--- config.mk ---
export PLATFORM = sky130hd
export DESIGN_NAME = sbaskt_rom_sub
export DESIGN_NICKNAME = d
export VERILOG_FILES = /design/src/common/sbaskt_pkg.sv /design/src/common/rom_slot_if.sv /design/src/pixel_cen.sv /design/src/download/rom_dwnld.sv /design/src/rom_fetch/rom_slot_cache.sv /design/src/rom_fetch/sdram_arbiter.sv /design/src/sbaskt_rom_sub.sv
export SDC_FILE = /design/constraint.sdc
export NUM_CORES = 1
export LEC_CHECK = 0
export BUFFER_PORTS_ARGS = -buffer_cell sky130_fd_sc_hd__clkbuf_2
export CELL_PAD_IN_SITES_DETAIL_PLACEMENT = 0
export CELL_PAD_IN_SITES_GLOBAL_PLACEMENT = 1
export CORE_MARGIN = 1.5
export CORE_UTILIZATION = 42
export CTS_BUF_LIST = sky130_fd_sc_hd__clkbuf_4
export DETAILED_ROUTE_END_ITERATION = 8
export PLACE_DENSITY = 0.79
export SYNTH_ARGS = -nofsm -noshare
export SYNTH_HDL_FRONTEND = slang
export SYNTH_SLANG_ARGS = --single-unit
--- constraint.sdc ---
create_clock -name clk -period 3.3 [get_ports clk]
set_input_delay 0.165 -clock clk [delete_from_list [all_inputs] [get_ports clk]]
set_output_delay 0.165 -clock clk [all_outputs]
set_load 0.03 [all_outputs]
--- src/common/sbaskt_pkg.sv ---
`default_nettype none

package sbaskt_pkg;

    // SDRAM geometry
    localparam int SDRAM_AW = 22;   // Word address
    localparam int SDRAM_DW = 16;

    // Download bus
    localparam int IOCTL_AW = 25;

    // Fetch slots
    localparam int SLOT_AW = 16;    // Slot word address
    localparam int N_SLOTS = 3;
    localparam int SEL_W   = 2;     // Wide enough to index every slot

    // Byte offsets of the graphics regions in SDRAM
    localparam logic [SDRAM_AW-1:0] SCR_START = 22'h01_0000;
    localparam logic [SDRAM_AW-1:0] OBJ_START = 22'h01_4000;
    localparam logic [SDRAM_AW-1:0] PCM_START = 22'h01_c000;   // End of object graphics

    // Colour PROMs sit past everything that goes to SDRAM
    localparam logic [IOCTL_AW-1:0] PROM_START = 25'h02_0000;

    // Fractional divider ratios for the 12 MHz pixel enable
    localparam int CEN_W = 10;
    localparam logic [CEN_W-1:0] CEN_N_60 = 10'd1;     // 48 MHz / 4
    localparam logic [CEN_W-1:0] CEN_M_60 = 10'd4;
    localparam logic [CEN_W-1:0] CEN_N    = 10'd32;    // Gives 12.288 MHz
    localparam logic [CEN_W-1:0] CEN_M    = 10'd125;

    // SDRAM arbiter states
    typedef enum logic [1:0] {
        IDLE,
        WAIT_ACK,   // Request raised, waiting for the controller to take it
        WAIT_RDY    // Accepted, waiting for the read word
    } fetch_state_t;

endpackage

`default_nettype wire

--- src/common/rom_slot_if.sv ---
`default_nettype none

// Link from one slot cache to the shared SDRAM arbiter
interface rom_slot_if;

    logic                            req;    // Held until done
    logic [sbaskt_pkg::SLOT_AW-1:0]  addr;   // Slot word address
    logic [sbaskt_pkg::SDRAM_DW-1:0] data;
    logic                            done;   // Single cycle, data valid

    modport cache (
        output req,
        output addr,
        input  data,
        input  done
    );

    modport arbiter (
        input  req,
        input  addr,
        output data,
        output done
    );

endinterface

`default_nettype wire

--- src/pixel_cen.sv ---
`default_nettype none

module pixel_cen (
    input  wire  clk,
    input  wire  rst_n,
    input  wire  vsync60,     // High selects the plain 12 MHz ratio
    output logic pxl2_cen,    // ~12 MHz
    output logic pxl_cen      // ~6 MHz
);

    logic [sbaskt_pkg::CEN_W-1:0] acc;
    logic [sbaskt_pkg::CEN_W-1:0] n;
    logic [sbaskt_pkg::CEN_W-1:0] m;
    logic [sbaskt_pkg::CEN_W-1:0] sum;
    logic                         half;   // Picks every other pxl2_cen

    assign n   = vsync60 ? sbaskt_pkg::CEN_N_60 : sbaskt_pkg::CEN_N;
    assign m   = vsync60 ? sbaskt_pkg::CEN_M_60 : sbaskt_pkg::CEN_M;
    assign sum = acc + n;

    // Accumulate n per clock and take m away on each enable
    always_ff @(posedge clk or negedge rst_n) begin
        if (!rst_n) begin
            acc      <= '0;
            half     <= 1'b0;
            pxl2_cen <= 1'b0;
            pxl_cen  <= 1'b0;
        end else begin
            pxl2_cen <= 1'b0;
            pxl_cen  <= 1'b0;
            if (sum >= m) begin
                acc      <= sum - m;
                pxl2_cen <= 1'b1;
                pxl_cen  <= half;
                half     <= ~half;
            end else begin
                acc <= sum;
            end
        end
    end

    // The slow enable must always land on a fast one
    a_cen_nested : assert property (
        @(posedge clk) disable iff (!rst_n)
        pxl_cen |-> pxl2_cen
    );

endmodule

`default_nettype wire

--- src/download/rom_dwnld.sv ---
`default_nettype none

module rom_dwnld (
    input  wire         clk,
    input  wire         rst_n,
    input  wire         downloading,
    input  wire  [24:0] ioctl_addr,
    input  wire  [ 7:0] ioctl_dout,
    input  wire         ioctl_wr,
    input  wire         sdram_ack,
    output logic [21:0] prog_addr,
    output logic [ 7:0] prog_data,
    output logic [ 1:0] prog_mask,   // Active low byte enables
    output logic        prog_we,
    output logic        prom_we
);

    logic [21:0] pre_addr;
    logic [21:0] swz_addr;
    logic        in_scr;
    logic        in_obj;
    logic        is_prom;
    logic        wr;

    assign pre_addr = ioctl_addr[22:1];
    assign wr       = ioctl_wr && downloading;
    assign is_prom  = ioctl_addr >= sbaskt_pkg::PROM_START;
    assign in_scr   = ioctl_addr[21:0] >= sbaskt_pkg::SCR_START &&
                      ioctl_addr[21:0] <  sbaskt_pkg::OBJ_START;
    assign in_obj   = ioctl_addr[21:0] >= sbaskt_pkg::OBJ_START &&
                      ioctl_addr[21:0] <  sbaskt_pkg::PCM_START;

    // Reorder graphics words so that one fetch holds a whole tile row
    always_comb begin
        swz_addr = pre_addr;
        if (in_scr) begin
            swz_addr[0]   = ~pre_addr[3];
            swz_addr[3:1] =  pre_addr[2:0];
        end
        if (in_obj) begin
            swz_addr[0]   = ~pre_addr[3];
            swz_addr[1]   = ~pre_addr[4];
            swz_addr[5:2] = {pre_addr[5], pre_addr[2:0]};
        end
    end

    always_ff @(posedge clk) begin
        if (wr) begin
            prog_data <= ioctl_dout;
            prog_mask <= ioctl_addr[0] ? 2'b01 : 2'b10;   // Odd byte goes high
            if (is_prom) begin
                prog_addr <= ioctl_addr[21:0] - sbaskt_pkg::PROM_START[21:0];
            end else begin
                prog_addr <= swz_addr;
            end
        end
    end

    always_ff @(posedge clk or negedge rst_n) begin
        if (!rst_n) begin
            prog_we <= 1'b0;
            prom_we <= 1'b0;
        end else begin
            prom_we <= wr && is_prom;
            if (wr && !is_prom) begin
                prog_we <= 1'b1;
            end else if (sdram_ack) begin
                prog_we <= 1'b0;   // SDRAM took the byte
            end
        end
    end

    a_we_excl : assert property (
        @(posedge clk) disable iff (!rst_n)
        !(prog_we && prom_we)
    );

endmodule

`default_nettype wire

--- src/rom_fetch/rom_slot_cache.sv ---
`default_nettype none

module rom_slot_cache #(
    parameter int DW = 16   // 8 for a byte wide client
) (
    input  wire                                clk,
    input  wire                                rst_n,
    input  wire                                downloading,
    input  wire                                cs,
    input  wire  [sbaskt_pkg::SLOT_AW-1:0]     addr,
    output logic [DW-1:0]                      data,
    output logic                               ok,
    rom_slot_if.cache                          fetch
);

    logic                            valid;
    logic [sbaskt_pkg::SLOT_AW-1:0]  tag;
    logic [sbaskt_pkg::SDRAM_DW-1:0] word;
    logic [sbaskt_pkg::SLOT_AW-1:0]  word_addr;
    logic [DW-1:0]                   sel_data;
    logic                            hit;
    logic                            start;

    generate
        if (DW == 8) begin : g_byte
            // Even byte of the word sits in the low half
            assign word_addr = {1'b0, addr[sbaskt_pkg::SLOT_AW-1:1]};
            assign sel_data  = addr[0] ? word[15:8] : word[7:0];
        end else begin : g_word
            assign word_addr = addr;
            assign sel_data  = word;
        end
    endgenerate

    assign hit   = valid && tag == word_addr;
    assign start = cs && !hit && !fetch.req && !downloading;

    always_ff @(posedge clk or negedge rst_n) begin
        if (!rst_n) begin
            valid     <= 1'b0;
            ok        <= 1'b0;
            fetch.req <= 1'b0;
        end else begin
            ok <= cs && hit && !downloading;
            if (fetch.done) begin
                valid     <= 1'b1;
                fetch.req <= 1'b0;
            end else if (start) begin
                fetch.req <= 1'b1;
            end
            if (downloading) begin
                valid <= 1'b0;   // ROM contents are being rewritten
            end
        end
    end

    always_ff @(posedge clk) begin
        if (fetch.done) begin
            word <= fetch.data;
            tag  <= fetch.addr;
        end
        if (start) begin
            fetch.addr <= word_addr;
        end
        data <= sel_data;   // Lines up with ok
    end

endmodule

`default_nettype wire

--- src/rom_fetch/sdram_arbiter.sv ---
`default_nettype none

module sdram_arbiter (
    input  wire                                 clk,
    input  wire                                 rst_n,
    input  wire                                 downloading,
    rom_slot_if.arbiter                         slot0,   // Scroll
    rom_slot_if.arbiter                         slot1,   // Objects
    rom_slot_if.arbiter                         slot2,   // Main CPU
    output logic                                sdram_req,
    output logic [sbaskt_pkg::SDRAM_AW-1:0]     sdram_addr,
    input  wire                                 sdram_ack,
    input  wire                                 data_rdy,
    input  wire  [sbaskt_pkg::SDRAM_DW-1:0]     data_read
);

    sbaskt_pkg::fetch_state_t        state;
    logic [sbaskt_pkg::N_SLOTS-1:0]  req_vec;
    logic [sbaskt_pkg::N_SLOTS-1:0]  done_vec;
    logic [sbaskt_pkg::SEL_W-1:0]    pick;
    logic [sbaskt_pkg::SEL_W-1:0]    sel;    // Slot being served
    logic [sbaskt_pkg::SDRAM_AW-1:0] req_addr;
    logic                            launch;

    assign req_vec = {slot2.req, slot1.req, slot0.req};

    // Lowest index wins
    always_comb begin
        pick = sbaskt_pkg::SEL_W'(sbaskt_pkg::N_SLOTS - 1);
        for (int i = sbaskt_pkg::N_SLOTS - 1; i >= 0; i--) begin
            if (req_vec[i]) begin
                pick = sbaskt_pkg::SEL_W'(i);
            end
        end
    end

    // Word offset of each region in SDRAM
    always_comb begin
        case (pick)
            2'd0:    req_addr = (sbaskt_pkg::SCR_START >> 1) +
                                sbaskt_pkg::SDRAM_AW'(slot0.addr);
            2'd1:    req_addr = (sbaskt_pkg::OBJ_START >> 1) +
                                sbaskt_pkg::SDRAM_AW'(slot1.addr);
            default: req_addr = sbaskt_pkg::SDRAM_AW'(slot2.addr);
        endcase
    end

    assign launch = state == sbaskt_pkg::IDLE && !downloading && |req_vec;

    always_ff @(posedge clk or negedge rst_n) begin
        if (!rst_n) begin
            state     <= sbaskt_pkg::IDLE;
            sdram_req <= 1'b0;
            sel       <= '0;
        end else begin
            case (state)
                sbaskt_pkg::IDLE: begin
                    if (launch) begin
                        sel       <= pick;
                        sdram_req <= 1'b1;
                        state     <= sbaskt_pkg::WAIT_ACK;
                    end
                end
                sbaskt_pkg::WAIT_ACK: begin
                    if (sdram_ack) begin
                        sdram_req <= 1'b0;
                        state     <= sbaskt_pkg::WAIT_RDY;
                    end
                end
                sbaskt_pkg::WAIT_RDY: begin
                    if (data_rdy) state <= sbaskt_pkg::IDLE;
                end
                default: state <= sbaskt_pkg::IDLE;
            endcase
        end
    end

    always_ff @(posedge clk) begin
        if (launch) sdram_addr <= req_addr;
    end

    // Read word goes straight back to the waiting slot
    assign done_vec = (state == sbaskt_pkg::WAIT_RDY && data_rdy) ?
                      sbaskt_pkg::N_SLOTS'(1) << sel : '0;

    assign slot0.done = done_vec[0];
    assign slot1.done = done_vec[1];
    assign slot2.done = done_vec[2];
    assign slot0.data = data_read;
    assign slot1.data = data_read;
    assign slot2.data = data_read;

    a_req_until_ack : assert property (
        @(posedge clk) disable iff (!rst_n)
        sdram_req && !sdram_ack |=> sdram_req && $stable(sdram_addr)
    );

    // Each answer reaches one slot and that slot is still asking
    a_done_single : assert property (
        @(posedge clk) disable iff (!rst_n)
        |done_vec |-> $onehot(done_vec) && |(done_vec & req_vec)
    );

endmodule

`default_nettype wire

--- src/sbaskt_rom_sub.sv ---
`default_nettype none

module sbaskt_rom_sub (
    input  wire         clk,
    input  wire         rst_n,
    // Pixel enables
    input  wire         vsync60,
    output logic        pxl2_cen,
    output logic        pxl_cen,
    // ROM download
    input  wire         downloading,
    input  wire  [24:0] ioctl_addr,
    input  wire  [ 7:0] ioctl_dout,
    input  wire         ioctl_wr,
    output logic [21:0] prog_addr,
    output logic [ 7:0] prog_data,
    output logic [ 1:0] prog_mask,
    output logic        prog_we,
    output logic        prom_we,
    // Main CPU ROM, byte address
    input  wire         main_cs,
    input  wire  [15:0] main_addr,
    output logic [ 7:0] main_data,
    output logic        main_ok,
    // Scroll graphics
    input  wire         scr_cs,
    input  wire  [15:0] scr_addr,
    output logic [15:0] scr_data,
    output logic        scr_ok,
    // Object graphics
    input  wire         obj_cs,
    input  wire  [15:0] obj_addr,
    output logic [15:0] obj_data,
    output logic        obj_ok,
    // SDRAM
    output logic        sdram_req,
    output logic [21:0] sdram_addr,
    input  wire         sdram_ack,
    input  wire         data_rdy,
    input  wire  [15:0] data_read
);

    rom_slot_if scr_fetch ();
    rom_slot_if obj_fetch ();
    rom_slot_if main_fetch ();

    pixel_cen u_cen (
        .clk      ( clk      ),
        .rst_n    ( rst_n    ),
        .vsync60  ( vsync60  ),
        .pxl2_cen ( pxl2_cen ),
        .pxl_cen  ( pxl_cen  )
    );

    rom_dwnld u_dwnld (
        .clk         ( clk         ),
        .rst_n       ( rst_n       ),
        .downloading ( downloading ),
        .ioctl_addr  ( ioctl_addr  ),
        .ioctl_dout  ( ioctl_dout  ),
        .ioctl_wr    ( ioctl_wr    ),
        .sdram_ack   ( sdram_ack   ),
        .prog_addr   ( prog_addr   ),
        .prog_data   ( prog_data   ),
        .prog_mask   ( prog_mask   ),
        .prog_we     ( prog_we     ),
        .prom_we     ( prom_we     )
    );

    rom_slot_cache #(.DW(16)) u_scr_cache (
        .clk ( clk ), .rst_n ( rst_n ), .downloading ( downloading ),
        .cs  ( scr_cs   ), .addr ( scr_addr ), .data ( scr_data ), .ok ( scr_ok ),
        .fetch ( scr_fetch )
    );

    rom_slot_cache #(.DW(16)) u_obj_cache (
        .clk ( clk ), .rst_n ( rst_n ), .downloading ( downloading ),
        .cs  ( obj_cs   ), .addr ( obj_addr ), .data ( obj_data ), .ok ( obj_ok ),
        .fetch ( obj_fetch )
    );

    rom_slot_cache #(.DW(8)) u_main_cache (
        .clk ( clk ), .rst_n ( rst_n ), .downloading ( downloading ),
        .cs  ( main_cs  ), .addr ( main_addr ), .data ( main_data ), .ok ( main_ok ),
        .fetch ( main_fetch )
    );

    // Graphics slots get served ahead of the CPU
    sdram_arbiter u_arbiter (
        .clk         ( clk         ),
        .rst_n       ( rst_n       ),
        .downloading ( downloading ),
        .slot0       ( scr_fetch   ),
        .slot1       ( obj_fetch   ),
        .slot2       ( main_fetch  ),
        .sdram_req   ( sdram_req   ),
        .sdram_addr  ( sdram_addr  ),
        .sdram_ack   ( sdram_ack   ),
        .data_rdy    ( data_rdy    ),
        .data_read   ( data_read   )
    );

endmodule

`default_nettype wire

==> results.txt <==
top post-synthesis cells by area: edfxtp_1, dfxtp_1, dfrtp_1
Critical Path Slowest Stage Cell: o211ai_2
Critical Path Start Type: input pin
area of the core: 22800 um2
GRT met1 Usage: 24.5%
CTS Buf Count: 67
Post-Place Cells: 1141
postcts setup bufs: 0
area share of the largest cell type after synthesis: 58.6%
Slew Limit Fails: 0
CP endpoint kind: register
Worst Path Required: 3.66 ns
Hold Fails Final Rpt: 0
die height: 156 um
status: finished clean
total gr overflow: 0
Initial Util: 43.0%
clock tree buffer depth: 3
CP Cell Sequence: dlygate4sd3_1 -> clkbuf_2 -> nor4_1 -> nand4_1 -> o211ai_2 -> mux2_2 -> dlygate4sd3_1
total die area: 24200 um2
initial DRC count: 324
clk_skew: 0.0342 ns
Post-synth EDFFs: 191
Post-synth top flop: edfxtp_1
P&R area growth vs syn: 36.2%
fin cells: 1381
leakage power: 5.46 nW
async set or reset register ratio after synthesis: 11.2%
Yosys warning count: 0
I/O pin count: 209
worst hold margin: 0.121 ns
most common cell after layout, fill and taps aside: clkbuf_2
Yosys top cell by area: edfxtp_1
CP most frequent cell: dlygate4sd3_1
CTS H-tree lvls: 3
worst-path maximum fanout: 28
DRC viols: 0
# fillers: 1823
1st-pass router iterations: 4
layout cells sized above 1: 34.4%
period utilization: 92.3%
Tightest Hold Check Type: in2reg
Worst Path Arrival: 3.41 ns
busiest metal layer after global routing: met2
clock sinks: 260
Clock Latency Late Sink: 0.65 ns
Setup TNS: 0 ns
post-synthesis cell area: 9790 um2
sequential area share after synthesis: 74.2%
GP Congestion: 0.824
Die W: 156 um
power density cells: 679 nW/um2
WS Path Type: in2reg
hold path depth: 4
Max Freq: 328 MHz
peak supply drop: 0.282 mV
Post-Route WL: 22000 um
largest stage delay on the critical path: 0.94 ns
met2 Track Usage GR: 30.0%
vias per std cell: 4.70
# nets final: 1132
clock-pin transition on the worst setup and hold timing paths: 0.06 ns
TritonCTS clock tree: yes
vias in the first global route: 6940
Routed Antenna Nets: 0
PortBufs: 203
commonest non-fill, non-tap cells in the layout: clkbuf_2, edfxtp_1, dlygate4sd3_1, clkbuf_4, xor2_1
setup violators final: 0
met3 Usage GRT: 5.22%
Post-Syn Instances: 627
MaxCap Viol Count: 0
hpwl dp: 14500 um
first-pass GRT wire length: 35100 um
Wirelength per Cell: 15.9 um
Final Util: 58.5%
overall routing resource usage: 18.8%
path depth of the worst reg2reg path: 10
unrepaired setup endpoints after global routing: no
Vias: 6485
Synth Area per Inst: 15.6 um2
worst-margin pin slew: 1.13 ns
Synth cell types: 56
Root Driver: clkbuf_4
fin crit period: 3.05 ns
Slew HR: 24.6%
synthesis-stage register bit count: 260
Row Count: 55
largest net degree at the start of global routing: 35
initial antenna violation count: 1
-- Yosys cell counts (2+ instances only) --
library cell / count
o21a_1: 2
mux2i_1: 19
o21ai_0: 27
o211ai_1: 2
dfxtp_1: 40
clkbuf_1: 10
nor3b_1: 2
and3_1: 2
edfxtp_1: 191
nand3_1: 6
a31oi_1: 3
nor2_1: 24
a32oi_1: 2
xnor2_1: 18
inv_1: 18
o31ai_1: 4
o2bb2ai_1: 3
buf_2: 2
or2_2: 2
and2_1: 7
a211oi_1: 2
nand2_1: 43
a21o_1: 3
ha_1: 11
mux2_2: 22
nand4_1: 6
dfrtp_1: 29
nor4_1: 15
xor2_1: 46
nor3_1: 8
nor2b_1: 7
nand3b_1: 3
o22ai_1: 5
buf_4: 6
a21oi_1: 16
-- registers in the layout, summed over array words and instances (netlist names), 2 cells and up --
name                     cells
u_arbiter.sel                2
u_dwnld.prog_mask            2
u_arbiter.sdram_addr        17
u_scr_cache.sel_data        16
u_main_cache.data            8
u_scr_cache.data            16
u_main_cache.word           16
u_obj_cache.data            16
u_dwnld.prog_addr           22
u_arbiter.state              2
u_dwnld.prog_data            8
u_cen.acc                   10
u_obj_cache.tag             16
u_scr_cache.fetch.addr      16
u_obj_cache.fetch.addr      16
u_main_cache.fetch.addr     15
u_obj_cache.sel_data        16
u_main_cache.tag            15
u_scr_cache.tag             16
-- critical path: cells and delay by family --
| family | cells | cell delay, ns |
|---|---|---|
| buffers and inverters | 3 | 1.27 |
| AO/OA/AOI/OAI | 1 | 0.94 |
| AND/OR/NAND/NOR | 2 | 0.59 |
| multiplexers | 1 | 0.43 |
-- logic make-up after synthesis --
family / share of synthesized area [%]
compound gates: 5.34
xor+xnor: 5.72
fa+ha+maj: 1.41
buf+inv: 1.64
flops: 74.2
mux: 4.47
other cells: 0.0383
simple gates: 7.23
-- layer usage --
| layer | wire [um] | vias up |
|---|---|---|
| li1 | - | 3133 |
| met1 | 9900 | 3044 |
| met4 | 626 | 0 |
| met2 | 10100 | 255 |
| met5 | 0 | - |
| met3 | 1340 | 53 |
-- cell type report --
cell class                      count  area, um2  area share (%)
Tap cell                          313        392            2.94
Sequential cell                   260       7260            54.5
Timing Repair Buffer              332       2290            17.2
Multi-Input combinational cell    335       2400            18.0
Clock inverter                     17        130           0.976
Inverter                           18       67.6           0.507
Clock buffer                      105        788            5.91
Antenna cell                        1       2.50          0.0188
-- what timing repair did --
item,in CTS,in global routing
setup endpoints to repair,0,4
resized for setup,0,1
hold endpoints to repair,178,0
hold buffers,117,0
-- worst paths after layout --
| check | from | end | slack, ns |
|---|---|---|---|
| worst max-delay path | ioctl_addr[18] | u_dwnld.prog_addr[10] | 0.25 |
| max in group asynchronous | rst_n | u_obj_cache.valid | 2.66 |
| worst max register to register | u_cen.acc[0] | u_cen.acc[3] | 0.35 |
| worst min-delay path | ioctl_addr[5] | u_dwnld.prog_addr[1] | 0.12 |
| min in group asynchronous | rst_n | u_cen.acc[9] | 0.14 |
| worst min register to register | u_obj_cache.sel_data[13] | u_obj_cache.data[13] | 0.33 |
-- metrics by stage --
stage	total power, W	setup slack, ns	area [um2]
floorplan	0.00555	-0.0593	9810
global placement	0.00608	0.285	11200
detailed placement	0.00612	0.240	11200
CTS	0.00915	0.235	13300
global route	0.00958	0.0587	13300
finish	0.00906	0.253	13300
-- power by group --
group / total (W) / internal [W] / switching, W / leakage (nW)
logic: 0.00200 / 0.000821 / 0.00118 / 2.49
clock network: 0.00287 / 0.00161 / 0.00126 / 0.541
registers: 0.00418 / 0.00393 / 0.000252 / 2.43
No activity file was read; power rests on OpenSTA's default activity.
